**config.mk**
```make
export PLATFORM = sky130hd
export DESIGN_NAME = wb_queue
export DESIGN_NICKNAME = d
export VERILOG_FILES = /design/src/hdl/mem_pkg.sv /design/src/hdl/wb_queue.sv
export SDC_FILE = /design/constraint.sdc
export NUM_CORES = 1
export LEC_CHECK = 0
export ABC_CLOCK_PERIOD_IN_PS = 13550
export BUFFER_PORTS_ARGS = -buffer_cell sky130_fd_sc_hd__buf_4
export CAP_MARGIN = 0
export CORE_MARGIN = 2
export CORE_UTILIZATION = 30
export DETAILED_ROUTE_END_ITERATION = 12
export GPL_ROUTABILITY_DRIVEN = 0
export PLACE_DENSITY = 0.57
export SLEW_MARGIN = 20
export SYNTH_ARGS = -nofsm -noshare
export SYNTH_HDL_FRONTEND = slang
export SYNTH_SLANG_ARGS = --single-unit
```
**constraint.sdc**
```tcl
create_clock -name clk -period 13.55 [get_ports clk]
set_input_delay 1.355 -clock clk [delete_from_list [all_inputs] [get_ports clk]]
set_output_delay 1.355 -clock clk [all_outputs]
set_load 0.01 [all_outputs]
```
**src/hdl/mem_pkg.sv**
```systemverilog
`default_nettype none

package mem_pkg;

  localparam int XLEN        = 64;
  localparam int ADDR_W      = 64;
  localparam int RAM_WORDS   = 256;
  // queue entries, also the credits execute starts with
  localparam int QUEUE_DEPTH = 4;
  localparam int CREDIT_W    = 3;

  typedef logic [XLEN-1:0]     xlen_t;
  typedef logic [ADDR_W-1:0]   addr_t;
  typedef logic [31:0]         inst_t;
  typedef logic [4:0]          reg_idx_t;
  typedef logic [7:0]          byte_mask_t;
  typedef logic [CREDIT_W-1:0] credit_t;

  typedef enum logic [3:0] {
    MEMOP_NONE = 4'd0,
    MEMOP_LB   = 4'd1,
    MEMOP_LBU  = 4'd2,
    MEMOP_LH   = 4'd3,
    MEMOP_LHU  = 4'd4,
    MEMOP_LW   = 4'd5,
    MEMOP_LWU  = 4'd6,
    MEMOP_LD   = 4'd7,
    MEMOP_SB   = 4'd8,
    MEMOP_SH   = 4'd9,
    MEMOP_SW   = 4'd10,
    MEMOP_SD   = 4'd11
  } mem_op_e;

  typedef enum logic [2:0] {
    TRAP_NONE             = 3'd0,
    TRAP_INHERITED        = 3'd1,
    TRAP_LOAD_MISALIGNED  = 3'd2,
    TRAP_STORE_MISALIGNED = 3'd3
  } trap_cause_e;

  // occupancy of the two mem_stage slots
  typedef enum logic [1:0] {
    SLOT_EMPTY  = 2'd0,
    SLOT_ACCESS = 2'd1,
    SLOT_DONE   = 2'd2
  } pipe_state_e;

  // packet from execute
  typedef struct packed {
    addr_t       pc;
    inst_t       inst;
    reg_idx_t    rd;
    mem_op_e     mem_op;
    xlen_t       alu_data;
    xlen_t       rs2_data;
    logic        trap_valid;
    trap_cause_e trap_cause;
  } ex_mem_t;

  // packet toward write-back
  typedef struct packed {
    addr_t       pc;
    inst_t       inst;
    reg_idx_t    rd;
    xlen_t       wb_data;
    logic        rd_write;
    trap_cause_e trap_cause;
    logic        trap_valid;
  } mem_wb_t;

  // word-granular RAM request, wdata and wmask already lane aligned
  typedef struct packed {
    addr_t      word_addr;
    xlen_t      wdata;
    byte_mask_t wmask;
    logic       rd_en;
  } ram_req_t;

endpackage

`default_nettype wire

```
**src/hdl/wb_queue.sv**
```systemverilog
`timescale 1ns/1ps
`default_nettype none

module wb_queue import mem_pkg::*; (
  input  wire     clk,
  input  wire     reset_i,
  input  logic    push_i,
  input  mem_wb_t push_pkt_i,
  input  logic    wb_credit_i,
  output logic    wb_valid_o,
  output mem_wb_t wb_pkt_o,
  output logic    ex_credit_o
);

  mem_wb_t                          entries [QUEUE_DEPTH];
  logic [$clog2(QUEUE_DEPTH)-1:0]   head_q;
  logic [$clog2(QUEUE_DEPTH)-1:0]   tail_q;
  credit_t                          count_q;
  credit_t                          credit_q;
  logic                             ex_credit_q;
  logic                             have_credit;
  logic                             send;

  // a credit arriving this cycle may be spent at once
  assign have_credit = (credit_q != '0) | wb_credit_i;
  assign send        = (count_q != '0) & have_credit;

  always_ff @(posedge clk) begin
    if (push_i) begin
      entries[tail_q] <= push_pkt_i;
    end
  end

  always_ff @(posedge clk) begin
    if (reset_i) begin
      head_q      <= '0;
      tail_q      <= '0;
      count_q     <= '0;
      credit_q    <= '0;
      ex_credit_q <= 1'b0;
    end else begin
      if (push_i) begin
        tail_q <= tail_q + 1'b1;
      end
      if (send) begin
        head_q <= head_q + 1'b1;
      end
      case ({push_i, send})
        2'b10:   count_q <= count_q + 1'b1;
        2'b01:   count_q <= count_q - 1'b1;
        default: ;
      endcase
      case ({wb_credit_i, send})
        2'b10:   credit_q <= credit_q + 1'b1;
        2'b01:   credit_q <= credit_q - 1'b1;
        default: ;
      endcase
      // one upstream credit per packet gone
      ex_credit_q <= send;
    end
  end

  assign wb_valid_o  = send;
  assign wb_pkt_o    = entries[head_q];
  assign ex_credit_o = ex_credit_q;

endmodule

`default_nettype wire

```
==> out/results.txt, run 1 <==
Rows -> 106
type of origin of the critical path -> flop
Clock transition at path regs -> 0.06 ns
post-synth top area share -> 81.2%
CTS Sinks -> 693
Hold Path Cell Cnt -> 2
Power Total -> 0.00540 W
root buffer cell -> clkbuf_16
CP arrival -> 3.33 ns
Hold Crit Start -> head_q[1]
commonest cells in the netlist -> 680 x edfxtp_1, 170 x mux4_2, 19 x buf_2
initial DRC count -> 610
largest cells by area after synthesis -> edfxtp_1 81%, mux4_2 15%, dfxtp_1 1.0%, buf_6 0.54%, buf_2 0.38%
Top Ports -> 346
Seq/Total Area, Yosys -> 82.3%
Int Pwr -> 0.00408 W
Leak Pwr -> 10.3 nW
grt total ovfl -> 0
setup TNS -> 0 ns
PD cells -> 172 nW/µm²
drt via density -> 4.55
number of synthesized register bits -> 693
ant diodes -> 0
crit-path max cell delay -> 0.76 ns
Core ar. -> 83,300 µm²
reg2reg path depth -> 5
share of layout cells above drive strength 1 -> 45.2%
Tmin final -> 4.69 ns
latest clock arrival within the worst-skew pair -> 0.61 ns
Bufs and invs on worst path -> 3
Slew headroom -> 39.1%
Die Wd -> 293 µm
crit share post-route -> 34.6%
H-tree levels -> 3
Die Span Y -> 293 µm
Seq pwr share -> 46.8%
clock tree from TritonCTS -> done
synth warn -> 0
final hold vios -> 0
Die Area -> 86,100 µm²
Critical Path, Cell by Cell -> buf_4 > buf_4 > mux4_2 > buf_4
Yosys top cell by area -> edfxtp_1
r2r setup slk -> 10.59 ns
All-Layer GR Usage -> 11.9%
DRT Wirelength -> 51,700 µm
max-slew violations -> 0
final setup vio count -> 0
max-cap violations -> 0
synthesized area -> 25,100 µm²
Clock power frac -> 35.4%
crit path kind -> reg2out
pre-CTS setup slack -> 9.40 ns
pin count of the biggest net entering global routing -> 90
PortBufs -> 345
vias in the first global route -> 12,358
DP Wirelength -> 30,200 µm
Worst R2R Start -> tail_q[0]
nets -> 1,536
final setup margin -> 8.86 ns
top-count cell post-synth -> edfxtp_1
CP most frequent cell -> buf_4
Max FO, Critical Path -> 53
Distinct cells, synth -> 21
CP Data Required Time -> 12.19 ns
WL/cell -> 20.7 µm
CTS Buffer Depth -> 3
HP Class -> reg2reg
initial core utilization -> 30.2%
ANT nets after route -> 0
area growth from synthesis to layout -> 24.5%
Cells after Synth -> 954
Num CTS Buffers -> 75
setup bufs post-CTS -> 0
initial antenna violation count -> 6
fmax -> 0.213 GHz
Worst Setup End Kind -> primary output
Post-synth EDFFs -> 680
worst slew pin tran -> 0.914 ns
first-pass GRT wire length -> 77,400 µm
Primary FF master, synth -> edfxtp_1
Async SR Flop Fraction -> 0%
slowest cell on the critical path -> buf_4
Setup Skew -> 0.0368 ns
logic gate share of total power -> 17.8%
Sw Pwr -> 0.00131 W
CTS resizes -> 0
status -> completed
hold buffer count at CTS -> 0
worst r2r dst -> entries[2][101]
Sw Share -> 24.3%
worst vdd ir -> 0.114 mV
crit-path leading delay family -> buffers and inverters
synthesized area per cell -> 26.3 µm²
Vias -> 11,332
DRC violation count after routing -> 0
syn nets -> 1,136
DRT Pass-1 Iters -> 6
RSZ-0062 raised after global routing -> false
per-layer routing:
metal | share of wire, % | GRT usage (%) | vias to the layer above
li1 | - | - | 4931
met1 | 41 | 14.9 | 5989
met2 | 48 | 19.4 | 309
met3 | 8.0 | 4.21 | 91
met4 | 2.5 | 3.88 | 12
met5 | 0.15 | 0 | -
cell usage in the layout (no fill, tap or decap), drive strengths merged:
master    instances
a21oi             6
and2              4
buf             362
bufinv            4
clkbuf           95
clkinv           33
clkinvlp          2
dfxtp            13
edfxtp          680
fa                2
ha                6
inv              10
mux2i             2
mux4            170
nor2              8
nor3              2
nor4              1
o21ai             3
o31ai             1
or3               3
or4               1
xnor2             2
xor2              3
power groups by stage:
stage                     Combinational [W]  Sequential [W]  Clock (W)
final                              0.000960         0.00253    0.00191
after global routing                0.00104         0.00254    0.00206
after CTS                          0.000991         0.00253    0.00198
after detailed placement           0.000988         0.00258          0
after global placement             0.000979         0.00257          0
after floorplan                    0.000571         0.00255          0
flip-flops by register name (all words and copies together) (netlist names), named ones only:
| name | count |
|---|---|
| entries | 680 |
| head_q | 2 |
| ex_credit_o | 1 |
| count_q | 3 |
| tail_q | 2 |
| credit_q | 3 |
through the flow:
step,instances,utilization [%],area (µm²),hold WS [ns]
2_1_floorplan,954,-,25100,0.453
3_3_place_gp,2357,34.8,29000,0.462
3_5_place_dp,2357,34.8,29000,0.485
4_1_cts,2493,37.6,31300,0.496
5_1_grt,2493,37.6,31300,0.540
6_report,2493,37.6,31300,0.497
layout make-up:
class                           instances  area (µm²)
Clock buffer                           95        1970
Timing Repair Buffer                  362        2730
Sequential cell                       693       20700
Fill cell                            7563       52000
Inverter                                8        30.0
Multi-Input combinational cell        214        4170
Clock inverter                         41         344
Tap cell                             1080        1350
tightest hold or removal path: cells and delay by family (launching register included):
kind,cells,cell delay (ns)
DFF,1,0.31
AOI/OAI and AO/OA,2,0.14
worst max-delay path by stage:
stage	endpoint	slack (ns)	cells past startpoint
CTS	wb_pkt_o[101]	8.70	4
detailed placement	wb_pkt_o[101]	9.40	4
global route	wb_pkt_o[139]	8.65	3
global placement	wb_pkt_o[97]	9.37	4
finish	wb_pkt_o[89]	8.86	4
floorplan	entries[0][0]	7.78	1
logic make-up (layout without fill, tap and decap cells):
group	Yosys count	count (layout)	synth area share (%)
buffers and inverters	47	506	1.15
flip-flops	693	693	82.3
XOR/XNOR	5	5	0.174
AO/OA/AOI/OAI	10	10	0.209
AND/OR/NAND/NOR	19	19	0.413
multiplexers	172	172	15.3
adder cells (fa/ha/maj)	8	8	0.458
Power figures use the tool's default switching activity.
==> run 2, diff against run 1 <==
--- a/config.mk
+++ b/config.mk
@@ -5,14 +5,14 @@
 export SDC_FILE = /design/constraint.sdc
 export NUM_CORES = 1
 export LEC_CHECK = 0
-export ABC_CLOCK_PERIOD_IN_PS = 13550
+export ABC_CLOCK_PERIOD_IN_PS = 4019
 export BUFFER_PORTS_ARGS = -buffer_cell sky130_fd_sc_hd__buf_4
 export CAP_MARGIN = 0
 export CORE_MARGIN = 2
 export CORE_UTILIZATION = 30
 export DETAILED_ROUTE_END_ITERATION = 12
 export GPL_ROUTABILITY_DRIVEN = 0
-export PLACE_DENSITY = 0.57
+export PLACE_DENSITY = 0.59
 export SLEW_MARGIN = 20
 export SYNTH_ARGS = -nofsm -noshare
 export SYNTH_HDL_FRONTEND = slang
==> constraint.sdc (replaced) <==
create_clock -name clk -period 4.02 [get_ports clk]
set_input_delay 0.402 -clock clk [delete_from_list [all_inputs] [get_ports clk]]
set_output_delay 0.402 -clock clk [all_outputs]
set_load 0.01 [all_outputs]
==> run 2 against run 1 <==
  * Clock skew decreased by 0.013 ns
  * Critical endpoint is now wb_pkt_o[149]
  * Combinational power increased to 3.7 times the previous value
  * Critical path depth decreased by 1
  * Routed wire length increased by 4.5%
  * Die area unchanged
  * Flip-flop and latch count unchanged
==> out/results.txt, run 2 (synthesized netlist as in run 1, its figures left out) <==
setup TNS -> 0 ns
Hold Crit Start -> reset_i
status -> completed
H-tree levels -> 3
Top Ports -> 346
post-route cell area -> 33,600 µm²
worst r2r dst -> credit_q[2]
final setup margin -> 1.05 ns
CTS resizes -> 0
crit share post-route -> 73.8%
HP Class -> in2reg
Rows -> 106
leading cell types in the layout, fill and taps excluded -> 680 x edfxtp_1, 367 x buf_4, 170 x mux4_2, 170 x dlygate4sd3_1, 79 x clkbuf_16
max-cap violations -> 0
largest registers -> entries (680), count_q (3), credit_q (3)
PD cells -> 566 nW/µm²
Die Area -> 86,100 µm²
share of layout cells above drive strength 1 -> 42.2%
RSZ-0062 raised after global routing -> false
area growth from synthesis to layout -> 33.5%
max-slew violations -> 0
Num CTS Buffers -> 77
pre-CTS setup slack -> 1.57 ns
Die Wd -> 293 µm
first-pass GRT wire length -> 80,800 µm
pin count of the biggest net entering global routing -> 72
grt total ovfl -> 0
final setup vio count -> 0
clock tree from TritonCTS -> done
All-Layer GR Usage -> 12.5%
fmax -> 0.337 GHz
CTS Sinks -> 693
DRC violation count after routing -> 0
Leak Pwr -> 11.3 nW
area occupied by multi-input gates -> 4170 µm²
Vias -> 12,017
type of origin of the critical path -> flop
Clock transition at path regs -> 0.06 ns
initial DRC count -> 710
reg2reg path depth -> 7
DRT Pass-1 Iters -> 4
Core ar. -> 83,300 µm²
Reg area -> 20,700 µm²
PortBufs -> 345
Die Span Y -> 293 µm
Slew headroom -> 49.0%
ANT nets after route -> 0
drt via density -> 4.47
Worst R2R Start -> credit_q[0]
Max FO, Critical Path -> 31
r2r setup slk -> 1.71 ns
final hold vios -> 0
worst slew pin tran -> 0.765 ns
CP Data Required Time -> 3.62 ns
Largest Register -> entries
CTS Buffer Depth -> 3
worst vdd ir -> 0.396 mV
crit path kind -> reg2out
root buffer cell -> clkbuf_16
Worst Setup End Kind -> primary output
DRT Wirelength -> 54,000 µm
Setup Skew -> 0.0234 ns
DP Wirelength -> 33,400 µm
fillcell total -> 7,363
Placement Cell Area -> 29,300 µm²
WL/cell -> 20.1 µm
max reg flops -> 680
commonest non-fill, non-tap cell in the layout -> edfxtp_1
initial antenna violation count -> 5
initial core utilization -> 30.2%
Hold Path Cell Cnt -> 2
nets -> 1,728
latest clock arrival within the worst-skew pair -> 0.60 ns
Layout Utilization -> 40.3%
Tmin final -> 2.97 ns
CP arrival -> 2.56 ns
vias in the first global route -> 13,308
[run 2: cell types whose count changed in the layout (fill, tap and decap cells not counted), sizes merged]
cell,previous run,this run
buf,362,382
bufinv,4,9
clkbuf,95,89
clkinvlp,2,5
diode,0,3
dlygate4sd3,0,170
inv,10,13
[run 2: how the worst max path moves through the flow]
stage,start,slack (ns),to,depth (start not counted)
2_1_floorplan,tail_q[0],0.95,entries[2][0],3
3_3_place_gp,flop,1.59,wb_pkt_o[41],3
3_5_place_dp,flop,1.57,wb_pkt_o[149],3
4_1_cts,flop,0.91,wb_pkt_o[149],3
5_1_grt,flop,0.82,wb_pkt_o[149],3
6_report,flop,1.05,wb_pkt_o[149],3
[run 2: metrics by stage]
step                      instances  hold slack, ns  power [W]
after floorplan                 954           0.453     0.0105
after global placement         2377           0.469     0.0121
after detailed placement       2377           0.463     0.0121
after CTS                      2688          0.0111     0.0193
after global routing           2689          0.0381     0.0198
final                          2691          0.0775     0.0190
[run 2: worst max-delay path, stage by stage, from the launching register on]
cell and delay, ns:
dfxtp_4 0.83, buf_12 0.34, mux4_2 0.58, buf_4 0.17
[run 2: repair_timing]
item | in CTS | in global routing
buffers inserted | 0 | 0
setup endpoints to repair | 0 | 0
endpoints found under the hold margin | 680 | 0
hold buffers | 170 | 0
[run 2: metal layers]
layer / part of all wire [%] / GRT usage, % / vias up
li1: - / - / 5329
met1: 40 / 15.3 / 6297
met2: 50 / 21.0 / 306
met3: 7.5 / 4.30 / 79
met4: 1.8 / 3.37 / 6
met5: 0.076 / 0 / -
[run 2: layout make-up]
type,count,area share (%)
Timing Repair Buffer,552,14.2
Antenna cell,3,0.0224
Inverter,8,0.0895
Multi-Input combinational cell,214,12.4
Clock inverter,52,1.59
Tap cell,1080,4.03
Clock buffer,89,6.00
Sequential cell,693,61.7
[run 2: power by group]
part | switching [W] | internal [W]
Sequential | 0.000168 | 0.00833
Clock | 0.00280 | 0.00420
Combinational | 0.00163 | 0.00188
