File: src/hdl/mem_pkg.sv
`default_nettype none

package mem_pkg;

  localparam int XLEN        = 64;
  localparam int ADDR_W      = 64;
  localparam int RAM_WORDS   = 256;
  // queue entries, also the credits execute starts with
  localparam int QUEUE_DEPTH = 4;
  localparam int CREDIT_W    = 3;

  typedef logic [XLEN-1:0]     xlen_t;
  typedef logic [ADDR_W-1:0]   addr_t;
  typedef logic [31:0]         inst_t;
  typedef logic [4:0]          reg_idx_t;
  typedef logic [7:0]          byte_mask_t;
  typedef logic [CREDIT_W-1:0] credit_t;

  typedef enum logic [3:0] {
    MEMOP_NONE = 4'd0,
    MEMOP_LB   = 4'd1,
    MEMOP_LBU  = 4'd2,
    MEMOP_LH   = 4'd3,
    MEMOP_LHU  = 4'd4,
    MEMOP_LW   = 4'd5,
    MEMOP_LWU  = 4'd6,
    MEMOP_LD   = 4'd7,
    MEMOP_SB   = 4'd8,
    MEMOP_SH   = 4'd9,
    MEMOP_SW   = 4'd10,
    MEMOP_SD   = 4'd11
  } mem_op_e;

  typedef enum logic [2:0] {
    TRAP_NONE             = 3'd0,
    TRAP_INHERITED        = 3'd1,
    TRAP_LOAD_MISALIGNED  = 3'd2,
    TRAP_STORE_MISALIGNED = 3'd3
  } trap_cause_e;

  // occupancy of the two mem_stage slots
  typedef enum logic [1:0] {
    SLOT_EMPTY  = 2'd0,
    SLOT_ACCESS = 2'd1,
    SLOT_DONE   = 2'd2
  } pipe_state_e;

  // packet from execute
  typedef struct packed {
    addr_t       pc;
    inst_t       inst;
    reg_idx_t    rd;
    mem_op_e     mem_op;
    xlen_t       alu_data;
    xlen_t       rs2_data;
    logic        trap_valid;
    trap_cause_e trap_cause;
  } ex_mem_t;

  // packet toward write-back
  typedef struct packed {
    addr_t       pc;
    inst_t       inst;
    reg_idx_t    rd;
    xlen_t       wb_data;
    logic        rd_write;
    trap_cause_e trap_cause;
    logic        trap_valid;
  } mem_wb_t;

  // word-granular RAM request, wdata and wmask already lane aligned
  typedef struct packed {
    addr_t      word_addr;
    xlen_t      wdata;
    byte_mask_t wmask;
    logic       rd_en;
  } ram_req_t;

endpackage

`default_nettype wire

File: src/hdl/lsu_format.sv
`timescale 1ns/1ps
`default_nettype none

module lsu_format import mem_pkg::*; (
  // request side, from the incoming packet
  input  mem_op_e    mem_op_i,
  input  addr_t      addr_i,
  input  xlen_t      rs2_data_i,
  // response side, from the access slot
  input  xlen_t      rdata_i,
  input  mem_op_e    ram_op_i,
  input  logic [2:0] ram_offset_i,
  output ram_req_t   req_o,
  output logic       misaligned_o,
  output logic       is_load_o,
  output logic       is_store_o,
  output xlen_t      load_data_o
);

  logic [1:0] size_log2;
  byte_mask_t base_mask;
  logic [2:0] offset;
  xlen_t      lane;

  assign offset = addr_i[2:0];

  // access size as log2 of the byte count
  always_comb begin
    is_load_o  = 1'b0;
    is_store_o = 1'b0;
    size_log2  = 2'd0;
    case (mem_op_i)
      MEMOP_LB, MEMOP_LBU: is_load_o = 1'b1;
      MEMOP_LH, MEMOP_LHU: begin
        is_load_o = 1'b1;
        size_log2 = 2'd1;
      end
      MEMOP_LW, MEMOP_LWU: begin
        is_load_o = 1'b1;
        size_log2 = 2'd2;
      end
      MEMOP_LD: begin
        is_load_o = 1'b1;
        size_log2 = 2'd3;
      end
      MEMOP_SB: is_store_o = 1'b1;
      MEMOP_SH: begin
        is_store_o = 1'b1;
        size_log2  = 2'd1;
      end
      MEMOP_SW: begin
        is_store_o = 1'b1;
        size_log2  = 2'd2;
      end
      MEMOP_SD: begin
        is_store_o = 1'b1;
        size_log2  = 2'd3;
      end
      default: ;
    endcase
  end

  always_comb begin
    case (size_log2)
      2'd0:    base_mask = 8'b0000_0001;
      2'd1:    base_mask = 8'b0000_0011;
      2'd2:    base_mask = 8'b0000_1111;
      default: base_mask = 8'b1111_1111;
    endcase
  end

  // offset must be a multiple of the access size
  always_comb begin
    case (size_log2)
      2'd0:    misaligned_o = 1'b0;
      2'd1:    misaligned_o = offset[0];
      2'd2:    misaligned_o = |offset[1:0];
      default: misaligned_o = |offset;
    endcase
    misaligned_o = misaligned_o & (is_load_o | is_store_o);
  end

  assign req_o.word_addr = {3'b000, addr_i[ADDR_W-1:3]};
  assign req_o.wdata     = rs2_data_i << {offset, 3'b000};
  assign req_o.wmask     = is_store_o ? byte_mask_t'(base_mask << offset) : '0;
  assign req_o.rd_en     = is_load_o;

  // bring the addressed bytes down to lane 0
  assign lane = rdata_i >> {ram_offset_i, 3'b000};

  always_comb begin
    case (ram_op_i)
      MEMOP_LB:  load_data_o = {{56{lane[7]}}, lane[7:0]};
      MEMOP_LBU: load_data_o = {56'd0, lane[7:0]};
      MEMOP_LH:  load_data_o = {{48{lane[15]}}, lane[15:0]};
      MEMOP_LHU: load_data_o = {48'd0, lane[15:0]};
      MEMOP_LW:  load_data_o = {{32{lane[31]}}, lane[31:0]};
      MEMOP_LWU: load_data_o = {32'd0, lane[31:0]};
      MEMOP_LD:  load_data_o = lane;
      default:   load_data_o = '0;
    endcase
  end

endmodule

`default_nettype wire

File: src/hdl/mem_stage.sv
`timescale 1ns/1ps
`default_nettype none

module mem_stage import mem_pkg::*; (
  input  wire      clk,
  input  wire      reset_i,
  input  logic     ex_valid_i,
  input  ex_mem_t  ex_pkt_i,
  output ram_req_t ram_req_o,
  output logic     ram_we_o,
  input  xlen_t    ram_rdata_i,
  output logic     push_o,
  output mem_wb_t  push_pkt_o
);

  ram_req_t    fmt_req;
  logic        misaligned;
  logic        is_load;
  logic        is_store;
  xlen_t       load_data;
  logic        access_ok;
  logic        in_trap;
  trap_cause_e in_cause;

  // access slot
  pipe_state_e acc_state_q;
  ex_mem_t     acc_pkt_q;
  logic        acc_trap_q;
  trap_cause_e acc_cause_q;
  logic        acc_load_q;
  logic        acc_store_q;

  // done slot
  pipe_state_e done_state_q;
  mem_wb_t     done_pkt_q;
  mem_wb_t     wb_next;

  lsu_format u_lsu_format (
    .mem_op_i     (ex_pkt_i.mem_op),
    .addr_i       (ex_pkt_i.alu_data),
    .rs2_data_i   (ex_pkt_i.rs2_data),
    .rdata_i      (ram_rdata_i),
    .ram_op_i     (acc_pkt_q.mem_op),
    .ram_offset_i (acc_pkt_q.alu_data[2:0]),
    .req_o        (fmt_req),
    .misaligned_o (misaligned),
    .is_load_o    (is_load),
    .is_store_o   (is_store),
    .load_data_o  (load_data)
  );

  // an inherited trap takes priority over a new misalignment
  always_comb begin
    in_trap  = 1'b0;
    in_cause = TRAP_NONE;
    if (ex_pkt_i.trap_valid) begin
      in_trap  = 1'b1;
      in_cause = TRAP_INHERITED;
    end else if (misaligned) begin
      in_trap  = 1'b1;
      in_cause = is_load ? TRAP_LOAD_MISALIGNED : TRAP_STORE_MISALIGNED;
    end
  end

  assign access_ok = ex_valid_i & ~in_trap;

  // the RAM itself registers this on edge 1
  always_comb begin
    ram_req_o       = fmt_req;
    ram_req_o.rd_en = fmt_req.rd_en & access_ok;
  end

  assign ram_we_o = is_store & access_ok;

  always_ff @(posedge clk) begin
    if (reset_i) begin
      acc_state_q  <= SLOT_EMPTY;
      done_state_q <= SLOT_EMPTY;
    end else begin
      acc_state_q  <= ex_valid_i ? SLOT_ACCESS : SLOT_EMPTY;
      done_state_q <= (acc_state_q == SLOT_ACCESS) ? SLOT_DONE : SLOT_EMPTY;
    end
  end

  always_ff @(posedge clk) begin
    if (ex_valid_i) begin
      acc_pkt_q   <= ex_pkt_i;
      acc_trap_q  <= in_trap;
      acc_cause_q <= in_cause;
      acc_load_q  <= is_load;
      acc_store_q <= is_store;
    end
  end

  // write-back data select; a trapped packet carries its faulting address
  always_comb begin
    wb_next.pc         = acc_pkt_q.pc;
    wb_next.inst       = acc_pkt_q.inst;
    wb_next.rd         = acc_pkt_q.rd;
    wb_next.trap_valid = acc_trap_q;
    wb_next.trap_cause = acc_cause_q;
    wb_next.rd_write   = ~acc_trap_q & ~acc_store_q;
    if (acc_trap_q) begin
      wb_next.wb_data = acc_pkt_q.alu_data;
    end else if (acc_load_q) begin
      wb_next.wb_data = load_data;
    end else if (acc_store_q) begin
      wb_next.wb_data = '0;
    end else begin
      wb_next.wb_data = acc_pkt_q.alu_data;
    end
  end

  always_ff @(posedge clk) begin
    if (acc_state_q == SLOT_ACCESS) begin
      done_pkt_q <= wb_next;
    end
  end

  assign push_o     = (done_state_q == SLOT_DONE);
  assign push_pkt_o = done_pkt_q;

endmodule

`default_nettype wire

File: config.mk
export PLATFORM = sky130hd
export DESIGN_NAME = mem_stage
export DESIGN_NICKNAME = d
export VERILOG_FILES = /design/src/hdl/mem_pkg.sv /design/src/hdl/lsu_format.sv /design/src/hdl/mem_stage.sv
export SDC_FILE = /design/constraint.sdc
export NUM_CORES = 1
export LEC_CHECK = 0
export BUFFER_PORTS_ARGS = -buffer_cell sky130_fd_sc_hd__buf_2
export CORE_AREA = 5 5 259 261
export DETAILED_ROUTE_END_ITERATION = 7
export DIE_AREA = 0 0 264 266
export GPL_TIMING_DRIVEN = 1
export HOLD_SLACK_MARGIN = 0.15
export SYNTH_ARGS = -nofsm -noshare
export SYNTH_HDL_FRONTEND = slang
export SYNTH_HIERARCHICAL = 1
export SYNTH_SLANG_ARGS = --single-unit
File: constraint.sdc
create_clock -name clk -period 4.8 [get_ports clk]
set_clock_uncertainty 0.15 [all_clocks]
set_input_delay 0.96 -clock clk [delete_from_list [all_inputs] [get_ports clk]]
set_output_delay 0.96 -clock clk [all_outputs]
set_load 0.1 [all_outputs]
==> results of run 1 <==
-- cells in the mapped netlist, types with 2 or more instances --
master                      instances  area [µm²]
sky130_fd_sc_hd__nand3b_1           3        22.5
sky130_fd_sc_hd__o211ai_2          10         125
sky130_fd_sc_hd__conb_1             2        7.51
sky130_fd_sc_hd__edfxtp_1         343       10300
sky130_fd_sc_hd__nand3_2            2        20.0
sky130_fd_sc_hd__o21ai_0           30         150
sky130_fd_sc_hd__nor3_1             5        25.0
sky130_fd_sc_hd__o32ai_1            8        70.1
sky130_fd_sc_hd__or2_2              3        18.8
sky130_fd_sc_hd__mux4_2            16         360
sky130_fd_sc_hd__and3_1             3        18.8
sky130_fd_sc_hd__and2_1            20         125
sky130_fd_sc_hd__a21o_1             2        15.0
sky130_fd_sc_hd__o2bb2ai_1         12         105
sky130_fd_sc_hd__a22oi_1            2        15.0
sky130_fd_sc_hd__buf_1              5        18.8
sky130_fd_sc_hd__buf_12             2        40.0
sky130_fd_sc_hd__buf_6             27         304
sky130_fd_sc_hd__nand4_1           28         175
sky130_fd_sc_hd__a211oi_1           2        15.0
sky130_fd_sc_hd__nand2b_1           6        37.5
sky130_fd_sc_hd__inv_2              2        7.51
sky130_fd_sc_hd__mux2i_1          101        1010
sky130_fd_sc_hd__o21ai_1           11        55.1
sky130_fd_sc_hd__buf_4             70         526
sky130_fd_sc_hd__dfxtp_1            2        40.0
sky130_fd_sc_hd__mux2_4             2        30.0
sky130_fd_sc_hd__clkbuf_1          23        86.3
sky130_fd_sc_hd__buf_2             20         100
sky130_fd_sc_hd__a22o_1            64         561
sky130_fd_sc_hd__nor2b_1           20         125
sky130_fd_sc_hd__inv_1              6        22.5
sky130_fd_sc_hd__nand2_1           77         289
sky130_fd_sc_hd__a21oi_1           41         205
sky130_fd_sc_hd__nor2_1            67         251
sky130_fd_sc_hd__nand3_1            9        45.0
sky130_fd_sc_hd__a31oi_1            5        31.3
sky130_fd_sc_hd__o211ai_1          15         113
sky130_fd_sc_hd__o2111ai_1          7        61.3
sky130_fd_sc_hd__mux2_2            16         180
-- area by class of cell --
class / count / area (µm²) / area share, %
Tap cell: 855 / 1070 / 5.11
Antenna cell: 5 / 12.5 / 0.0598
Inverter: 9 / 33.8 / 0.161
Clock buffer: 47 / 1010 / 4.81
Multi-Input combinational cell: 614 / 4610 / 22.0
Timing Repair Buffer: 634 / 3660 / 17.5
Clock inverter: 21 / 191 / 0.914
Sequential cell: 345 / 10300 / 49.4
-- worst max path at each step --
stage,end,cells after the start,startpoint
2_1_floorplan,ram_req_o[1],5,ex_pkt_i[69]
3_3_place_gp,ram_we_o,9,ex_pkt_i[134]
3_5_place_dp,ram_req_o[0],9,ex_pkt_i[134]
4_1_cts,ram_req_o[0],9,ex_pkt_i[134]
5_1_grt,ram_we_o,9,ex_pkt_i[134]
6_report,ram_req_o[0],9,ex_pkt_i[134]
-- registers in the layout, indices dropped and copies added, names as in the netlist --
register,flops
acc_cause_q,2
push_pkt_o,169
acc_trap_q,1
acc_pkt_q,169
done_state_q,1
acc_load_q,1
acc_store_q,1
acc_state_q,1
-- report_power, final --
| part | leakage, nW | internal (mW) | switching, mW |
|---|---|---|---|
| Clock | 0.572 | 1.62 | 1.23 |
| Combinational | 4.83 | 0.498 | 1.77 |
| Sequential | 3.36 | 3.57 | 0.0847 |
-- cell families (layout without fill, tap and decap cells) --
family,Yosys count,after routing,share of synthesized area [%]
flip-flops,345,345,64.8
multiplexers,137,137,10.1
buffers and inverters,157,711,7.04
AO/OA/AOI/OAI,220,220,10.4
other,2,9,0.0470
AND/OR/NAND/NOR,253,253,7.73
-- metal layers --
layer  track usage (%)  vias up
met5                 0        -
met4              5.06       18
met3              6.37      105
met2              29.4      593
met1              18.5     5626
li1                  -     5285
==> out/summary.md, run 1 <==
## Worst setup path
* Worst R2R End: push_pkt_o[37]$_DFFE_PP_
* Critical Path Max Stage Delay: 0.44 ns
* Buf+Inv Stages, Crit Path: 3
* critical path start-end classification: in -> out
* register-to-register setup slack: 1.32 ns
* arrival time worst endpoint: 2.99 ns
* data required time of the worst path: 3.69 ns
* top cell family by delay on the critical path: buffers and inverters
* slowest stage cell on the critical path: sky130_fd_sc_hd__buf_2
* cells along the critical path: buf_2 > nand2b_1 > inv_2 > o2bb2ai_1 > o21ai_0 > o21ai_1 > nor2_1 > and3_1 > buf_2
* nature of the critical path endpoint: output port
* startpoint of the lowest-slack register-to-register path: acc_pkt_q[69]$_DFFE_PP_
* critical path startpoint category: input pin
* cell seen most often among critical-path stages: sky130_fd_sc_hd__buf_2
* Reg2Reg Depth: 5
* maximum fanout along the worst path: 11

## Power and ir drop
* total power draw: 8.77 mW
* static leakage: 8.77 nW
* maximum ir drop on the vdd rail: 0.189 mV
* PwrDens: 419 nW/µm²

## CTS
* worst skew pair latency: 0.55 ns
* total setup buffers inserted after CTS: 0
* CTS Buffer Depth: 3
* # resized after CTS: 0
* number of H-tree branching levels: 2
* CTS clock-pin slew for the worst setup and hold paths: 0.07 ns
* TritonCTS clock tree: yes
* clock buffer count from CTS: 38
* root buf cell: sky130_fd_sc_hd__clkbuf_16
* number of hold-repair buffers added at the cts stage: 0
* clk sink count: 345

## Synthesis
* Gate Count Post-Synth: 1,114
* number of storage elements in the synthesis netlist: 345
* Post-Syn Area per Cell: 14.3 µm²
* sequential share of the synthesized area: 64.8%
* cell area after synthesis: 16,000 µm²
* number of enable-type register cells in the synthesized netlist: 343
* yosys synthesis warning count: 6
* top flip-flop cell by instance count after synthesis: sky130_fd_sc_hd__edfxtp_1
* library cells used by synthesis: 65
* fraction of registers with async set or reset after synthesis: 0%

## Finish
* leading cell types in the layout, fill and taps excluded: 580 x sky130_fd_sc_hd__buf_2, 343 x sky130_fd_sc_hd__edfxtp_1, 101 x sky130_fd_sc_hd__mux2i_1
* area added between synthesis and finish: 31.1%
* number of nets in the layout: 1,946
* fraction of layout cells with a size suffix above 1: 45.5%
* number of standard cells in the layout, taps in and fillers out: 2,530
* final standard cell area without fillers: 20,900 µm²
* most common cell after layout, fill and taps aside: sky130_fd_sc_hd__buf_2
* post-layout utilization of the core: 32.6%
* number of fill cells in the layout: 6,478

## Die
* die extent in y: 266 µm
* core outline area: 64,200 µm²
* die outline area: 70,200 µm²
* initial standard-cell utilization of the core: 24.9%
* boundary pin count: 613
* standard-cell rows: 93
* chip width: 264 µm

## Placement
* placed cell area: 19,700 µm²
* Setup Slack @ Placement: 0.720 ns
* post-detailed-placement half-perimeter wirelength: 48,400 µm
* routability-driven placement congestion ratio: 0.926
* Post-Place Cells: 2,457
* number of buffers inserted by port buffering: 605

## Route
* Routed met1 length: 22,600 µm
* routed length on met2: 30,800 µm
* iteration-0 DRC count of the detailed router: 1,012
* Initial DRT Pass Iterations: 5
* DRC violations left: 0
* Via density: 4.60
* routed length on met3: 6340 µm
* Routed wire per std cell: 24.4 µm
* total number of vias: 11,627
* top routing layer in use: met5
* aggregate routed wire length: 61,700 µm
* antenna-violating nets left: 0

## Timing
* final-report max-slew violation count: 0
* RSZ-0062 raised after global routing: false
* Tightest Pin Transition: 1.03 ns
* Worst Hold Slack: 0.266 ns
* portion of the clock cycle consumed by the worst path in the final layout: 85.5%
* time the final worst path needs with I/O delays and setup: 4.10 ns
* setup slack of the critical path after layout: 0.696 ns
* count of endpoints failing hold in the final timing report: 0
* f_max: 0.244 GHz
* total negative slack for setup checks: 0 ns
* number of endpoints failing setup at the final stage: 0
* Relative slew margins: 30.9%

## Global routing
* GRT Util Overall: 16.6%
* grt total ovfl: 0
* via count of the first global-routing pass: 12,221
* pin count of the biggest net entering global routing: 109
* wire length of the first global-routing pass: 86,300 µm
* initial antenna violation count: 19

## Run
* total of max-cap violations: 0

## Worst hold path
* Hold Crit Endpoint: push_pkt_o[148]$_DFFE_PP_
* depth of the worst hold-timing path: 0
* startpoint of the lowest-slack hold path: acc_pkt_q[215]$_DFFE_PP_
* class of the tightest hold or removal check: reg -> reg

## Outcome
* result of the run: finished, final reports clean

No activity file was read; power rests on OpenSTA's default activity.
==> run 2, diff against run 1 <==
clock period = 4.47 ns   (was 4.8 ns; I/O delays follow)
==> run 2 against run 1 <==
Routed wire length is 3.0% lower; critical path depth down 3; combinational power rose by 8%.
==> out/summary.md, run 2 (synthesis results as in run 1) <==
## Worst hold path
* startpoint of the lowest-slack hold path: acc_cause_q[0]$_SDFFCE_PP1P_
* class of the tightest hold or removal check: reg -> reg
* depth of the worst hold-timing path: 0
* Hold Crit Endpoint: push_pkt_o[1]$_DFFE_PP_

## CTS
* root buf cell: sky130_fd_sc_hd__clkbuf_16
* clock buffer count from CTS: 38
* TritonCTS clock tree: yes
* clk sink count: 345
* worst skew pair latency: 0.55 ns
* CTS Buffer Depth: 3
* number of hold-repair buffers added at the cts stage: 0
* number of H-tree branching levels: 2
* total setup buffers inserted after CTS: 0
* # resized after CTS: 0
* CTS clock-pin slew for the worst setup and hold paths: 0.05 ns

## Route
* iteration-0 DRC count of the detailed router: 822
* Via density: 4.62
* Routed wire per std cell: 23.7 µm
* antenna-violating nets left: 0
* total number of vias: 11,669
* aggregate routed wire length: 59,900 µm
* DRC violations left: 0
* Initial DRT Pass Iterations: 5

## Placement
* Setup Slack @ Placement: 0.732 ns
* number of buffers inserted by port buffering: 605
* post-detailed-placement half-perimeter wirelength: 47,200 µm
* Post-Place Cells: 2,458
* routability-driven placement congestion ratio: 0.933
* placed cell area: 19,900 µm²

## Power and ir drop
* static leakage: 8.81 nW
* PwrDens: 442 nW/µm²
* portion of total power attributed to sequential cells: 42.0%
* Sw Ratio: 35.2%
* clock network power share: 31.7%
* P_sw: 3.28 mW
* internal cell power: 6.04 mW
* total power draw: 9.32 mW
* maximum ir drop on the vdd rail: 0.200 mV
* fraction of power consumed by combinational cells: 26.3%

## Timing
* number of endpoints failing setup at the final stage: 0
* RSZ-0062 raised after global routing: false
* Relative slew margins: 33.8%
* setup slack of the critical path after layout: 0.733 ns
* f_max: 0.268 GHz
* count of endpoints failing hold in the final timing report: 0
* Tightest Pin Transition: 0.989 ns
* time the final worst path needs with I/O delays and setup: 3.74 ns
* Worst Hold Slack: 0.265 ns
* portion of the clock cycle consumed by the worst path in the final layout: 83.6%
* final-report max-slew violation count: 0

## Worst setup path
* Reg2Reg Depth: 5
* top cell family by delay on the critical path: buffers and inverters
* critical path start-end classification: in -> out
* Critical Path Max Stage Delay: 0.41 ns
* slowest stage cell on the critical path: sky130_fd_sc_hd__buf_2
* data required time of the worst path: 3.43 ns
* cells along the critical path: buf_2 > buf_12 > mux2_2 > o21ai_0 > mux2i_1 > buf_12
* nature of the critical path endpoint: output port
* arrival time worst endpoint: 2.69 ns
* Buf+Inv Stages, Crit Path: 3
* critical path startpoint category: input pin
* cell seen most often among critical-path stages: sky130_fd_sc_hd__buf_12
* Worst R2R End: push_pkt_o[37]$_DFFE_PP_
* startpoint of the lowest-slack register-to-register path: acc_pkt_q[68]$_DFFE_PP_
* cell count along the critical path: 6
* maximum fanout along the worst path: 30
* register-to-register setup slack: 1.07 ns

## Global routing
* via count of the first global-routing pass: 12,190
* pin count of the biggest net entering global routing: 129
* GRT Util Overall: 16.1%
* initial antenna violation count: 13
* grt total ovfl: 0
* wire length of the first global-routing pass: 84,600 µm

## Die
* standard-cell rows: 93
* core outline area: 64,200 µm²
* chip width: 264 µm
* die outline area: 70,200 µm²
* initial standard-cell utilization of the core: 24.9%
* die extent in y: 266 µm
* boundary pin count: 613

## Finish
* leading cell types in the layout, fill and taps excluded: 569 x sky130_fd_sc_hd__buf_2, 343 x sky130_fd_sc_hd__edfxtp_1, 101 x sky130_fd_sc_hd__mux2i_1
* final standard cell area without fillers: 21,100 µm²
* most common cell after layout, fill and taps aside: sky130_fd_sc_hd__buf_2
* area added between synthesis and finish: 31.9%
* fraction of layout cells with a size suffix above 1: 45.8%
* number of standard cells in the layout, taps in and fillers out: 2,526
* number of nets in the layout: 1,947

## Outcome
* result of the run: finished, final reports clean

## Run
* total of max-cap violations: 0

-- run 2: how the worst max path moves through the flow --
stage / startpoint / end / slack [ns]
final: ex_pkt_i[69] / ram_req_o[69] / 0.73
after CTS: ex_pkt_i[69] / ram_req_o[43] / 0.73
after detailed placement: ex_pkt_i[69] / ram_req_o[43] / 0.73
after global routing: ex_pkt_i[134] / ram_req_o[0] / 0.50
after floorplan: ex_pkt_i[69] / ram_req_o[1] / -0.30
after global placement: ex_pkt_i[134] / ram_req_o[0] / 0.76
-- run 2: through the flow --
stage	setup TNS [ns]	util (%)
floorplan	-0.607	-
global placement	0	31.0
detailed placement	0	31.0
CTS	0	32.8
global route	0	32.8
finish	0	32.8
-- run 2: metal layers --
| metal | global-route usage [%] | share of wire (%) |
|---|---|---|
| met4 | 4.77 | 3.0 |
| met2 | 29.0 | 50 |
| met5 | 0 | 0.045 |
| met1 | 18.3 | 38 |
| met3 | 5.16 | 9.0 |
-- run 2: power by group through the flow --
stage / clock [mW] / combinational (mW) / sequential (mW)
3_5_place_dp: 0 / 2.48 / 3.99
3_3_place_gp: 0 / 2.46 / 3.98
6_report: 2.95 / 2.46 / 3.91
4_1_cts: 3.06 / 2.48 / 3.92
2_1_floorplan: 0 / 1.18 / 4.63
5_1_grt: 3.19 / 2.56 / 3.93
-- run 2: layout make-up --
cell class	instances	area (µm²)
fillers	6411	43200
flip-flops and latches	345	10300
multi-input cells	614	4610
repair buffers	635	3840
well taps	855	1070
clock buffers	47	1030
clock inverters	19	138
inverters	9	33.8
diodes	2	5.00
